File: config.mk
export PLATFORM = sky130hd
export DESIGN_NAME = IssueScheduler
export DESIGN_NICKNAME = d
export VERILOG_FILES = /design/src/OpPkg.sv /design/src/SchedPkg.sv /design/src/EntryStateFsm.sv /design/src/IssueScheduler.sv /design/src/IssueSelect.sv /design/src/LatencyTimer.sv /design/src/ProducerMatrix.sv /design/src/ReadyTable.sv
export SDC_FILE = /design/constraint.sdc
export NUM_CORES = 1
export LEC_CHECK = 0
export ABC_AREA = 0
export BUFFER_PORTS_ARGS = -buffer_cell sky130_fd_sc_hd__buf_2
export CAP_MARGIN = 20
export CORE_AREA = 2 2 204 206
export CTS_CLUSTER_DIAMETER = 60
export CTS_CLUSTER_SIZE = 30
export DETAILED_ROUTE_END_ITERATION = 12
export DIE_AREA = 0 0 206 208
export RECOVER_POWER = 25
export SLEW_MARGIN = 15
export SYNTH_ARGS = -nofsm -noshare
export SYNTH_HDL_FRONTEND = slang
export SYNTH_HIERARCHICAL = 1
export SYNTH_SLANG_ARGS = --single-unit
File: constraint.sdc
create_clock -name clk -period 6.33 [get_ports clk]
set_input_delay 1.266 -clock clk [delete_from_list [all_inputs] [get_ports clk]]
set_output_delay 1.266 -clock clk [all_outputs]
set_load 0.01 [all_outputs]
File: src/OpPkg.sv
// Operation-word encoding shared by dispatch, issue and timing logic.
// Every word is 16 bits; the kind bit and dst sit at the same place in both forms.
// ALU latency of 0 is illegal and is not caught here.
`default_nettype none

package OpPkg;

    localparam int RegNum = 16;

    typedef logic [3:0] RegIndex;

    typedef enum logic {
        AluOp = 1'b0,
        ImmOp = 1'b1
    } OpKind;

    // Register-to-register form with a fixed execution latency.
    typedef struct packed {
        OpKind      kind;
        RegIndex    dst;
        RegIndex    src1;
        RegIndex    src2;
        logic [2:0] latency;
    } AluForm;

    // Immediate form, no sources, latency of one.
    typedef struct packed {
        OpKind       kind;
        RegIndex     dst;
        logic [10:0] imm;
    } ImmForm;

    typedef union packed {
        AluForm alu;
        ImmForm imm;
    } OpWord;

endpackage : OpPkg

`default_nettype wire

File: src/SchedPkg.sv
// Issue queue structures: entry indices, entry vectors, states and port payloads.
// The queue is fixed at 8 entries with 3-bit indices.
`default_nettype none

package SchedPkg;

    localparam int EntryNum = 8;

    typedef logic [2:0] EntryIndex;

    // One bit per entry, used one-hot or multi-hot.
    typedef logic [EntryNum-1:0] EntryVector;

    typedef enum logic [1:0] {
        Free      = 2'd0,
        Waiting   = 2'd1,
        Executing = 2'd2
    } EntryState;

    typedef struct packed {
        logic [7:0]   opId;
        OpPkg::OpWord op;
    } DispatchReq;

    typedef struct packed {
        logic [7:0]   opId;
        EntryIndex    entry;
        OpPkg::OpWord op;
    } IssueGrant;

    // Source readiness and producer entries for the op being dispatched.
    typedef struct packed {
        logic [1:0]            srcReady;
        EntryIndex [1:0]       srcPtr;
    } SrcInfo;

    // Lowest set bit of a vector, zero when none is set.
    function automatic EntryIndex lowestIndex(EntryVector vec);
        EntryIndex idx;
        idx = '0;
        for (int i = EntryNum - 1; i >= 0; i--) begin
            if (vec[i]) begin
                idx = EntryIndex'(i);
            end
        end
        return idx;
    endfunction

endpackage : SchedPkg

`default_nettype wire

File: src/EntryStateFsm.sv
// Per-entry Free/Waiting/Executing state and free-entry allocation.
// allocEntry is the lowest Free entry and is only valid while dispatchReady is high.
// An entry freed by wakeup can be allocated again in the next cycle.
`timescale 1ns/10ps
`default_nettype none

module EntryStateFsm (
    input  logic                 clk,
    input  logic                 rst,
    input  logic                 dispatchFire,
    input  logic                 issueFire,
    input  SchedPkg::EntryIndex  issueEntry,
    input  SchedPkg::EntryVector wakeupVector,
    output logic                 dispatchReady,
    output SchedPkg::EntryIndex  allocEntry,
    output SchedPkg::EntryVector waitingMask
);
    import SchedPkg::*;

    EntryState [EntryNum-1:0] state;
    EntryVector               freeMask;
    EntryVector               executingMask;

    always_comb begin
        for (int i = 0; i < EntryNum; i++) begin
            freeMask[i]      = (state[i] == Free);
            waitingMask[i]   = (state[i] == Waiting);
            executingMask[i] = (state[i] == Executing);
        end
        dispatchReady = |freeMask;
        allocEntry    = lowestIndex(freeMask);
    end

    always_ff @(posedge clk) begin
        if (rst) begin
            for (int i = 0; i < EntryNum; i++) begin
                state[i] <= Free;
            end
        end else begin
            for (int i = 0; i < EntryNum; i++) begin
                case (state[i])
                    Free: begin
                        if (dispatchFire && allocEntry == EntryIndex'(i)) begin
                            state[i] <= Waiting;
                        end
                    end
                    Waiting: begin
                        if (issueFire && issueEntry == EntryIndex'(i)) begin
                            state[i] <= Executing;
                        end
                    end
                    Executing: begin
                        // Done in the cycle the timer expires.
                        if (wakeupVector[i]) begin
                            state[i] <= Free;
                        end
                    end
                    default: begin
                        state[i] <= Free;
                    end
                endcase
            end
        end
    end

    issueFromWaiting: assert property (
        @(posedge clk) disable iff (rst)
        issueFire |-> waitingMask[issueEntry]
    );

    // Timer and state must agree on which entries are in flight.
    wakeupOnlyExecuting: assert property (
        @(posedge clk) disable iff (rst)
        (wakeupVector & ~executingMask) == '0
    );

endmodule : EntryStateFsm

`default_nettype wire

File: src/IssueScheduler.sv
// Top level of the 8-entry issue scheduler, one dispatch and one issue per cycle.
// completeMask has no back-pressure and lasts exactly one cycle per operation.
// The payload store keeps each dispatched op until its entry is reused.
`timescale 1ns/10ps
`default_nettype none

module IssueScheduler (
    input  logic                 clk,
    input  logic                 rst,
    input  logic                 dispatchValid,
    input  SchedPkg::DispatchReq dispatchReq,
    output logic                 dispatchReady,
    output logic                 issueValid,
    input  logic                 issueReady,
    output SchedPkg::IssueGrant  issueGrant,
    output SchedPkg::EntryVector completeMask
);
    import SchedPkg::*;

    logic                     dispatchFire;
    logic                     issueFire;
    EntryIndex                allocEntry;
    SrcInfo                   srcInfo;
    EntryVector               opReady;
    EntryVector               waitingMask;
    EntryVector               wakeupVector;
    DispatchReq [EntryNum-1:0] entryOps;

    assign dispatchFire = dispatchValid && dispatchReady;
    assign completeMask = wakeupVector;

    // Payload store.
    always_ff @(posedge clk) begin
        if (dispatchFire) begin
            entryOps[allocEntry] <= dispatchReq;
        end
    end

    ReadyTable readyTable_i (
        .clk(clk), .rst(rst), .dispatchFire(dispatchFire), .dispatchOp(dispatchReq.op),
        .allocEntry(allocEntry), .wakeupVector(wakeupVector), .srcInfo(srcInfo)
    );

    ProducerMatrix producerMatrix_i (
        .clk(clk), .rst(rst), .dispatchFire(dispatchFire), .allocEntry(allocEntry),
        .srcInfo(srcInfo), .wakeupVector(wakeupVector), .opReady(opReady)
    );

    EntryStateFsm entryStateFsm_i (
        .clk(clk), .rst(rst), .dispatchFire(dispatchFire), .issueFire(issueFire),
        .issueEntry(issueGrant.entry), .wakeupVector(wakeupVector),
        .dispatchReady(dispatchReady), .allocEntry(allocEntry), .waitingMask(waitingMask)
    );

    IssueSelect issueSelect_i (
        .clk(clk), .rst(rst), .waitingMask(waitingMask), .opReady(opReady),
        .entryOps(entryOps), .issueValid(issueValid), .issueReady(issueReady),
        .issueGrant(issueGrant), .issueFire(issueFire)
    );

    LatencyTimer latencyTimer_i (
        .clk(clk), .rst(rst), .issueFire(issueFire), .issueEntry(issueGrant.entry),
        .issueOp(issueGrant.op), .wakeupVector(wakeupVector)
    );

endmodule : IssueScheduler

`default_nettype wire

File: src/IssueSelect.sv
// Lowest-index select among waiting and ready entries.
// Once offered, the grant is held unchanged until issueReady accepts it,
// even if a lower entry becomes eligible meanwhile.
`timescale 1ns/10ps
`default_nettype none

module IssueSelect (
    input  logic                                  clk,
    input  logic                                  rst,
    input  SchedPkg::EntryVector                  waitingMask,
    input  SchedPkg::EntryVector                  opReady,
    input  SchedPkg::DispatchReq [SchedPkg::EntryNum-1:0] entryOps,
    output logic                                  issueValid,
    input  logic                                  issueReady,
    output SchedPkg::IssueGrant                   issueGrant,
    output logic                                  issueFire
);
    import SchedPkg::*;

    EntryVector candidates;
    EntryIndex  pick;
    IssueGrant  freshGrant;
    IssueGrant  heldGrant;
    logic       heldValid;

    always_comb begin
        candidates       = waitingMask & opReady;
        pick             = lowestIndex(candidates);
        freshGrant.opId  = entryOps[pick].opId;
        freshGrant.entry = pick;
        freshGrant.op    = entryOps[pick].op;

        if (heldValid) begin
            issueValid = 1'b1;
            issueGrant = heldGrant;
        end else begin
            issueValid = |candidates;
            issueGrant = freshGrant;
        end
        issueFire = issueValid && issueReady;
    end

    always_ff @(posedge clk) begin
        if (rst) begin
            heldValid <= 1'b0;
        end else begin
            heldValid <= issueValid && !issueReady;
        end
        heldGrant <= issueGrant;
    end

    // A held offer must still name a waiting, ready entry with its stored payload.
    stableGrant: assert property (
        @(posedge clk) disable iff (rst)
        issueValid && !issueReady |=> issueValid && $stable(issueGrant)
            && waitingMask[issueGrant.entry]
            && opReady[issueGrant.entry]
            && issueGrant.opId == entryOps[issueGrant.entry].opId
            && issueGrant.op == entryOps[issueGrant.entry].op
    );

endmodule : IssueSelect

`default_nettype wire

File: src/LatencyTimer.sv
// Per-entry latency countdown.
// A counter is loaded with the latency at issue and reports wakeup while it is one.
// Immediate forms count as latency one. Several entries may expire together.
`timescale 1ns/10ps
`default_nettype none

module LatencyTimer (
    input  logic                 clk,
    input  logic                 rst,
    input  logic                 issueFire,
    input  SchedPkg::EntryIndex  issueEntry,
    input  OpPkg::OpWord         issueOp,
    output SchedPkg::EntryVector wakeupVector
);
    import OpPkg::*;
    import SchedPkg::*;

    logic [EntryNum-1:0][2:0] count;
    logic [2:0]               loadValue;

    always_comb begin
        if (issueOp.alu.kind == AluOp) begin
            loadValue = issueOp.alu.latency;
        end else begin
            loadValue = 3'd1;
        end

        for (int i = 0; i < EntryNum; i++) begin
            wakeupVector[i] = (count[i] == 3'd1);
        end
    end

    always_ff @(posedge clk) begin
        if (rst) begin
            count <= '0;
        end else begin
            for (int i = 0; i < EntryNum; i++) begin
                if (issueFire && issueEntry == EntryIndex'(i)) begin
                    count[i] <= loadValue;
                end else if (count[i] != 3'd0) begin
                    // Idles at zero after the wakeup cycle.
                    count[i] <= count[i] - 3'd1;
                end
            end
        end
    end

    // An entry is only issued again after its previous run has freed it.
    noBusyLoad: assert property (
        @(posedge clk) disable iff (rst)
        issueFire |-> count[issueEntry] == 3'd0
    );

endmodule : LatencyTimer

`default_nettype wire

File: src/ProducerMatrix.sv
// Producer dependency matrix for the issue queue.
// Row i holds the entries that entry i still waits on.
// opReady follows the registered matrix, so a wakeup frees consumers one cycle later.
// Rows of non-waiting entries are meaningless and are masked outside.
`timescale 1ns/10ps
`default_nettype none

module ProducerMatrix (
    input  logic                 clk,
    input  logic                 rst,
    input  logic                 dispatchFire,
    input  SchedPkg::EntryIndex  allocEntry,
    input  SchedPkg::SrcInfo     srcInfo,
    input  SchedPkg::EntryVector wakeupVector,
    output SchedPkg::EntryVector opReady
);
    import SchedPkg::*;

    EntryVector [EntryNum-1:0] matrix;
    EntryVector [EntryNum-1:0] nextMatrix;
    EntryVector                dispatchRow;

    always_comb begin
        // Column per source that is still pending.
        dispatchRow = '0;
        for (int s = 0; s < 2; s++) begin
            if (!srcInfo.srcReady[s]) begin
                dispatchRow[srcInfo.srcPtr[s]] = 1'b1;
            end
        end

        for (int i = 0; i < EntryNum; i++) begin
            nextMatrix[i] = matrix[i] & ~wakeupVector;
        end

        // New row replaces whatever the freed entry left behind.
        if (dispatchFire) begin
            nextMatrix[allocEntry] = dispatchRow;
        end

        for (int i = 0; i < EntryNum; i++) begin
            opReady[i] = ~|matrix[i];
        end
    end

    always_ff @(posedge clk) begin
        if (rst) begin
            matrix <= '0;
        end else begin
            matrix <= nextMatrix;
        end
    end

    // The allocated entry is Free, so no register can name it as a pending producer.
    noSelfDependency: assert property (
        @(posedge clk) disable iff (rst)
        dispatchFire |-> !dispatchRow[allocEntry]
    );

endmodule : ProducerMatrix

`default_nettype wire

File: src/ReadyTable.sv
// Register ready table with producer entry per register.
// A wakeup in the dispatch cycle is bypassed into the source readiness.
// Sources are read before the destination update, so dst may equal a source.
// Stale producer pointers of ready registers are harmless.
`timescale 1ns/10ps
`default_nettype none

module ReadyTable (
    input  logic                 clk,
    input  logic                 rst,
    input  logic                 dispatchFire,
    input  OpPkg::OpWord         dispatchOp,
    input  SchedPkg::EntryIndex  allocEntry,
    input  SchedPkg::EntryVector wakeupVector,
    output SchedPkg::SrcInfo     srcInfo
);
    import OpPkg::*;
    import SchedPkg::*;

    logic [RegNum-1:0]     regReady;
    EntryIndex [RegNum-1:0] regProducer;
    RegIndex [1:0]         srcReg;
    logic                  hasSources;

    always_comb begin
        srcReg[0]  = dispatchOp.alu.src1;
        srcReg[1]  = dispatchOp.alu.src2;
        hasSources = (dispatchOp.alu.kind == AluOp);

        for (int s = 0; s < 2; s++) begin
            srcInfo.srcPtr[s] = regProducer[srcReg[s]];
            // Immediate forms have no sources at all.
            srcInfo.srcReady[s] = !hasSources
                                  || regReady[srcReg[s]]
                                  || wakeupVector[regProducer[srcReg[s]]];
        end
    end

    always_ff @(posedge clk) begin
        if (rst) begin
            regReady    <= '1;
            regProducer <= '0;
        end else begin
            for (int r = 0; r < RegNum; r++) begin
                if (wakeupVector[regProducer[r]]) begin
                    regReady[r] <= 1'b1;
                end
            end
            // Dispatch overrides a wakeup of the old producer.
            if (dispatchFire) begin
                regReady[dispatchOp.alu.dst]    <= 1'b0;
                regProducer[dispatchOp.alu.dst] <= allocEntry;
            end
        end
    end

endmodule : ReadyTable

`default_nettype wire

# After elaboration in Yosys (flattened, before gate mapping)

Cells that the tools add are included.

Register bits after elaboration: 388
Input port bits: 28
Output and inout port bits: 37
Logic and storage cells: 415

$add $sub $neg: 8
Magnitude comparators: 27
Equality and inequality tests: 62
Mux-type cells: 164
Bitwise logic cells: 13
Reductions and logical operators: 80

Operators with widths:

| kind                                                | count |
|---|---|
| bitwise mux 192 bit                                 | 1 |
| 2-to-1 mux 3 bit                                    | 36 |
| < comparator 3 x 4 -> 1 bit, second input constant  | 20 |
| OR reduction 8 bit                                  | 10 |
| AND 8 bit                                           | 9 |
| binary-select mux 24 bit (select 3 bit)             | 1 |
| demux 24 bit (select 3 bit)                         | 1 |
| bitwise mux 64 bit                                  | 1 |
| 2-to-1 mux 64 bit                                   | 1 |
| 2-to-1 mux 1 bit                                    | 56 |
| binary-select mux 1 bit (select 3 bit)              | 18 |
| bitwise mux 48 bit                                  | 1 |
| 2-to-1 mux 2 bit                                    | 24 |
| 2-to-1 mux 24 bit                                   | 2 |
| != test 2 bit, second input constant                | 24 |
| one-hot mux 2 bit (3 select lines)                  | 8 |
| equality test 3 x 1 -> 1 bit, second input constant | 10 |
| 2-to-1 mux 27 bit                                   | 1 |
| binary-select mux 3 bit (select 4 bit)              | 2 |
| demux 8 bit (select 3 bit)                          | 1 |
| equality test 3 bit, second input constant          | 8 |
| 2-to-1 mux 8 bit                                    | 3 |
| AND reduction 3 bit                                 | 8 |
| nonzero test 3 bit                                  | 8 |
| 22 further kinds                                    | 100 |

# Logic depth before layout (Yosys ltp)

Gate-level depths: netlist (run 1).

Depth after elaboration: 18
Depth in mapped cells: 14
Mapped depth without buffers: 12

# By module

The synthesis (run 1) kept the hierarchy.

Modules (own cells, without submodules):

| module         | times used | cells an instance | area an instance (um2) | seq. area each (um2) |
|---|---|---|---|---|
| IssueScheduler | 1          | 206               | 5843.1                 | 5765.5 |
| ReadyTable     | 1          | 423               | 4558.1                 | 1281.2 |
| ProducerMatrix | 1          | 262               | 2715.1                 | 1281.2 |
| IssueSelect    | 1          | 256               | 2474.9                 | 560.5 |
| LatencyTimer   | 1          | 168               | 1546.5                 | 480.5 |
| EntryStateFsm  | 1          | 107               | 863.3                  | 320.3 |

# Worst setup path before layout (run 1)

Ideal clock, no wire load.

Path type: reg-to-reg
Start: register entryStateFsm_i/state[3] (netlist name)
End: register entryOps[144] (netlist name)
Setup time: 405 ps
Arrival: 3487 ps
Required time: 5925 ps
Path slack: 2438 ps
Stages on the path, launching flop included: 6
Path buffers: 0
Period minus slack after synthesis: 3892 ps
Cell sequence: dfxtp_1 > or2_2 > o21ai_0 > nor4_1 > nand2_1 > nor2_1

Longest elaborated chain between the ends: 3

RTL lines:

| item                            | RTL line             | RTL |
|---|---|---|
| start, declared                 | EntryStateFsm.sv:20  | `EntryState [EntryNum-1:0] state;` |
| start signal, assigned by index | EntryStateFsm.sv:37  | `state[i] <= Free;` |
| start signal, assigned by index | EntryStateFsm.sv:44  | `state[i] <= Waiting;` |
| start signal, assigned by index | EntryStateFsm.sv:49  | `state[i] <= Executing;` |
| logical NOT 2 bit               | EntryStateFsm.sv:26  | `freeMask[i] = (state[i] == Free);` |
| OR reduction 8 bit              | EntryStateFsm.sv:30  | `dispatchReady = \|freeMask;` |
| logical AND 1 bit               | IssueScheduler.sv:29 | `assign dispatchFire = dispatchValid && dispatchReady;` |

No other way between the ends.
A chain may end at the register's enable or synchronous reset.

==> qor.txt, run 1 <==
FF+latch count, synth = 388
Dpl cells = 1,977
Max-cap violations = 0
# rows = 74
Synth Area per Inst = 12.66 µm²
Core Footprint = 0.04055 mm²
Final period util = 85.74%
Crit-path cells = or4_1 > nor2_1 > nand3_1 > a31oi_4 > nand2b_2 > o22ai_1 > a211o_1 > buf_2
Final instance area = 0.01999 mm²
Root Buffer = clkbuf_16
Final setup viols = 0
RSZ-0062 raised after global routing = no
VDD IR max = 0.2259 mV
Post-DP HPWL = 27,840 µm
Register area share after synthesis = 53.83%
Crit-path max FO = 23
Slew Viols, Final = 0
Initial antenna violation count = 1
Slew headroom = 23.15%
Routed vias/inst = 6.021
Die width = 206 µm
Worst-Margin Slew = 1.153 ns
IO Port Bufs = 64
Final net count = 1,530
Ys Warns = 6
Kind of critical path = reg -> out
Total track usage = 21.35%
Grt ovf = 0
Via count = 12,252
Syn_nets = 1,474
Iteration-0 DRC Markers = 1,033
Setup TNS = 0 ns
Detailed Route WL = 45,860 µm
First drt pass iteration count = 5
Worst path max stage delay = 0.69 ns
Count of antenna-violating nets left after detailed routing = 0
Top-Level Pins = 65
Mapped cell area = 0.01800 mm²
Layout area overhead = 11.03%
Post-cts sizing count = 0
Clk sinks = 388
Crit path max-delay family = simple AND/OR/NAND/NOR gates
Drt drc = 0
Placed instance area = 0.01891 mm²
Lkg Pwr = 7.173 nW
F_max = 184.2 MHz
Post-CTS Setup Bufs = 0
Buffers and inverters on the worst path = 1
Max Root-Sink Buffers = 3
Initial core utilization = 44.39%
Min Tclk post-route = 5.428 ns
CTS clock-pin slew for the worst setup and hold paths = 0.08 ns
TritonCTS Buffers = 30
Setup crit end kind = output pin
Asr flop ratio synth = 0%
EDFF count, synth = 192
Die Y = 208 µm
First-pass GRT wire length = 71,100 µm
Main flop type after synthesis = dfxtp_1
Worst Hold Class = reg -> reg
GPL Wtd Cong = 0.8169
Share of cells above drive strength 1 = 16.18%
Synth cell types = 81
Critical path arrival = 4.16 ns
Post-Place Worst Slack = 1.450 ns
Max H-tree Level = 1
CTS tree = yes
Hold_ws = 0.4644 ns
Total power density per cell area = 312.6 mW/mm²
Clock skew = 0.03282 ns
Final hold violation count = 0
Synth Instances = 1,422
Setup ws final = 0.9024 ns
Die area = 0.04285 mm²
# hold bufs at CTS = 0
Status = finished clean
Vias in the first global route = 11,866
Finished Layout Cells = 2,035
Slowest CP cell = nand2b_2
Avg WL per Cell = 22.54 µm
Critical path data required time = 5.06 ns
Worst-Skew Late Latency = 0.61 ns
Largest net degree at the start of global routing = 82
CP Launch Type = flop
-- worst paths after layout --
path	start	endpoint	slack, ns	cells past startpoint
setup reg to reg	producerMatrix_i/matrix[35]$_SDFF_PP0_	latencyTimer_i/count[22]$_SDFFE_PP0P_	2.18	10
hold / removal	issueSelect_i/heldGrant[26]$_DFF_P_	issueSelect_i/heldGrant[26]$_DFF_P_	0.46	1
setup / recovery	producerMatrix_i/matrix[35]$_SDFF_PP0_	issueGrant[15]	0.90	8
hold reg to reg	issueSelect_i/heldGrant[26]$_DFF_P_	issueSelect_i/heldGrant[26]$_DFF_P_	0.46	1
-- layer usage --
| layer | up-vias | part of all wire [%] | global-route usage (%) |
|---|---|---|---|
| met5 | - | 0 | 0 |
| met4 | 0 | 1.6 | 4.901 |
| met3 | 61 | 5.2 | 2.882 |
| met2 | 333 | 48 | 34.47 |
| met1 | 6218 | 45 | 30.51 |
| li1 | 5640 | - | - |
-- cells in the mapped netlist (4+ instances only) --
cell type  number  area share, %
xnor2_1         8           0.39
nand4_1         5           0.17
ha_1           24            1.7
a22o_1          4           0.19
nor3b_1         5           0.21
o31ai_1         9           0.38
a21oi_1        26           0.72
nor2_1        110            2.3
nor2b_1        37            1.3
nand3_1        16           0.44
mux2_2         15           0.94
nand2b_1       34            1.2
nand3b_1        6           0.25
inv_1          26           0.54
o21ai_0        64            1.8
or4b_1         65            3.6
a211o_1        25            1.2
buf_4           8           0.33
or3_1           4           0.14
buf_6          10           0.63
or4_1          17           0.71
nand2_1        36           0.75
o22ai_1        65            2.3
dfxtp_1       196             22
nor3_1          8           0.22
o21bai_1       12           0.50
o21ai_1        18           0.50
a211oi_1       12           0.50
mux2i_1       169            9.4
a22oi_1        16           0.67
mux4_2         58            7.3
clkbuf_1       40           0.83
and2_1          6           0.21
buf_2           7           0.19
edfxtp_1      192             32
-- flip-flops by register name, summed over array words and instances (netlist names) --
| register | count |
|---|---|
| entryOps | 192 |
| entryStateFsm_i/state | 16 |
| issueSelect_i/heldGrant | 27 |
| readyTable_i/regProducer | 48 |
| latencyTimer_i/count | 24 |
| issueSelect_i/heldValid | 1 |
| producerMatrix_i/matrix | 64 |
| readyTable_i/regReady | 16 |
-- worst register-to-register path: stages (launching register included) --
cell and delay, ns:
dfxtp_1 0.32, or4_1 0.52, nor2_1 0.35, nand3_1 0.20, a31oi_4 0.60, nand2b_2 0.69
o22ai_1 0.16, a211o_1 0.49, nor2_1 0.22, nand2_1 0.26, o22ai_1 0.26
-- metrics by stage --
step	util, %	power [W]
6_report	49.28	0.006248
5_1_grt	49.28	0.006525
4_1_cts	49.27	0.006298
3_5_place_dp	46.62	0.004287
3_3_place_gp	46.62	0.004242
2_1_floorplan	-	0.003800
-- logic make-up (layout without fill, tap and decap cells) --
logic type | count (synthesis) | after routing | share of synthesized area [%]
xor+xnor | 8 | 8 | 0.3893
simple gates | 385 | 385 | 13.36
compound gates | 277 | 277 | 10.22
mux | 244 | 244 | 17.80
other cells | 0 | 1 | 0
flops | 388 | 388 | 53.83
buf+inv | 96 | 176 | 2.739
fa+ha+maj | 24 | 24 | 1.668
-- cells in the final DEF (no fill, tap or decap), drive strengths merged, types with 3 or more instances in the layout --
master / instances
and4b: 3
a22oi: 17
and2: 6
dfxtp: 196
o31ai: 9
a21oi: 29
nand2: 39
mux2: 16
nand3: 16
o22ai: 66
nor3: 11
nand3b: 6
mux2i: 169
nor3b: 5
nor2: 110
mux4: 59
nor4b: 3
or4b: 65
or3: 4
clkinv: 9
clkbuf: 53
a211o: 25
and4bb: 3
nand4: 5
nand4bb: 3
a22o: 5
ha: 24
a211oi: 13
inv: 39
nor2b: 38
o21bai: 12
edfxtp: 192
buf: 74
nand4b: 3
nand2b: 35
xnor2: 8
o21ai: 82
or4: 17
-- layout make-up --
| cell class | count | area, µm² |
|---|---|---|
| Inverter | 26 | 97.59 |
| Tap cell | 532 | 665.6 |
| Antenna cell | 1 | 2.502 |
| Multi-Input combinational cell | 938 | 7903 |
| Timing Repair Buffer | 94 | 555.5 |
| Clock buffer | 33 | 792.0 |
| Sequential cell | 388 | 9689 |
| Fill cell | 3603 | 20570 |
| Clock inverter | 23 | 281.5 |
-- power breakdown --
group          switching, W  leakage [nW]  internal (W)
clock               0.00102         0.530       0.00101
sequential        0.0000725          3.34       0.00277
combinational      0.000816          3.30      0.000570
total               0.00190          7.17       0.00434
No activity file was read; power rests on OpenSTA's default activity.
==> inputs of run 2 (changes only) <==
CORE_AREA = 4 4 206 208   (was 2 2 204 206)
DIE_AREA = 0 0 210 212   (was 0 0 206 208)
clock period = 6.5 ns   (was 6.33 ns; I/O delays follow)
==> qor.txt, run 2 (synthesized netlist as in run 1, its figures left out) <==
Vias in the first global route = 12,078
Die Y = 212 µm
Worst-Skew Late Latency = 0.61 ns
TritonCTS Buffers = 31
Post-DP HPWL = 27,590 µm
Root Buffer = clkbuf_16
Max-cap violations = 0
Drt drc = 0
VDD IR max = 0.2067 mV
Post-cts sizing count = 0
Worst Hold Class = reg -> reg
Initial core utilization = 44.39%
Count of antenna-violating nets left after detailed routing = 0
Detailed Route WL = 45,460 µm
Switching Share = 30.50%
First-pass GRT wire length = 70,060 µm
Clock share of power = 32.8%
Max Root-Sink Buffers = 3
# hold bufs at CTS = 0
# rows = 74
Top-Level Pins = 65
Crit-path max FO = 51
CTS clock-pin slew for the worst setup and hold paths = 0.10 ns
Min Tclk post-route = 5.432 ns
Critical path data required time = 5.20 ns
Final setup viols = 0
Most common cell after layout, fill and taps aside = dfxtp_1
Psw = 0.001863 W
Total track usage = 19.86%
Largest reg by FF count = entryOps
Clk sinks = 388
Clock skew = 0.02813 ns
IO Port Bufs = 64
Setup ws final = 1.068 ns
Post-CTS Setup Bufs = 0
Final net count = 1,531
Routed vias/inst = 5.973
Kind of critical path = reg -> out
Proportion of power drawn by combinational gates = 21.9%
Final period util = 83.57%
Max H-tree Level = 1
CTS tree = yes
Top flop regs = entryOps: 192 flops, producerMatrix_i/matrix: 64 flops, readyTable_i/regProducer: 48 flops
Avg WL per Cell = 22.33 µm
Core Footprint = 0.04055 mm²
Iteration-0 DRC Markers = 992
Int Pwr = 0.004245 W
Total power density per cell area = 305.5 mW/mm²
Slew headroom = 26.23%
CP Launch Type = flop
Setup TNS = 0 ns
Share of cells above drive strength 1 = 16.30%
Die area = 0.04452 mm²
Setup crit end kind = output pin
Largest register FFs = 192
Critical path arrival = 4.13 ns
Via count = 12,162
First drt pass iteration count = 5
Status = finished clean
Layout area overhead = 11.06%
GPL Wtd Cong = 0.8437
Initial antenna violation count = 1
Die width = 210 µm
F_max = 184.1 MHz
Lkg Pwr = 7.174 nW
Post-Place Worst Slack = 1.604 ns
Grt ovf = 0
Part of the power in registers = 45.3%
RSZ-0062 raised after global routing = no
Commonest cells after routing, fill and taps aside = dfxtp_1, edfxtp_1, mux2i_1, nor2_1
Largest net degree at the start of global routing = 123
Slew Viols, Final = 0
Final hold violation count = 0
Worst-Margin Slew = 1.107 ns
## run 2: changes by cell type in the layout (fill, tap and decap cells not counted), sizes merged
| cell | previous run | this run |
|---|---|---|
| clkinvlp | 0 | 1 |
| clkbuf | 53 | 52 |
| inv | 39 | 40 |
## run 2: final timing paths
| check | startpoint | to | slack [ns] | cells past startpoint |
|---|---|---|---|---|
| setup / recovery | producerMatrix_i/matrix[39]$_SDFF_PP0_ | issueGrant[15] | 1.07 | 10 |
| hold / removal | issueSelect_i/heldGrant[3]$_DFF_P_ | issueSelect_i/heldGrant[3]$_DFF_P_ | 0.47 | 1 |
| setup reg to reg | producerMatrix_i/matrix[39]$_SDFF_PP0_ | latencyTimer_i/count[22]$_SDFFE_PP0P_ | 2.50 | 12 |
| hold reg to reg | issueSelect_i/heldGrant[3]$_DFF_P_ | issueSelect_i/heldGrant[3]$_DFF_P_ | 0.47 | 1 |
## run 2: cell type report
type	instances	area, µm²
multi-input cells	938	7903
inverters	26	97.59
clock buffers	32	789.5
clock inverters	25	309.0
repair buffers	94	535.5
fillers	3607	20560
flip-flops and latches	388	9689
diodes	1	2.502
well taps	532	665.6
## run 2: critical path: stages, from the launching register on
cell and delay (ns):
dfxtp_1 0.31, or4_1 0.53, nor2_1 0.31, nand3_1 0.19, a31oi_4 0.23, buf_4 0.71
nand2_1 0.10, buf_4 0.28, o22ai_1 0.22, a211o_1 0.41, buf_2 0.24
## run 2: power by group through the flow
stage	logic, W	registers [W]	clock network, W
2_1_floorplan	0.000898	0.00280	0
3_3_place_gp	0.00131	0.00282	0
3_5_place_dp	0.00133	0.00282	0
4_1_cts	0.00134	0.00277	0.00206
5_1_grt	0.00146	0.00278	0.00215
6_report	0.00134	0.00277	0.00200
## run 2: routing by layer
layer / up-vias / share of wire (%) / track usage, % / wire length (µm)
met5: - / 0 / 0 / 0
met4: 0 / 2.3 / 4.950 / 1059
met3: 63 / 4.9 / 2.818 / 2223
met2: 333 / 48 / 33.55 / 21850
met1: 6121 / 45 / 27.31 / 20320
li1: 5645 / - / - / -
## run 2: stage by stage
stage / cells / util [%] / power (W) / hold slack [ns] / area [µm²]
after detailed placement: 1977 / 46.59 / 0.004152 / 0.4515 / 18900
final: 2036 / 49.30 / 0.006108 / 0.4711 / 19990
after global routing: 2036 / 49.30 / 0.006391 / 0.4781 / 19990
after global placement: 1977 / 46.59 / 0.004125 / 0.4434 / 18900
after floorplan: 1422 / - / 0.003700 / 0.4562 / 18000
after CTS: 2034 / 49.30 / 0.006163 / 0.4724 / 19990
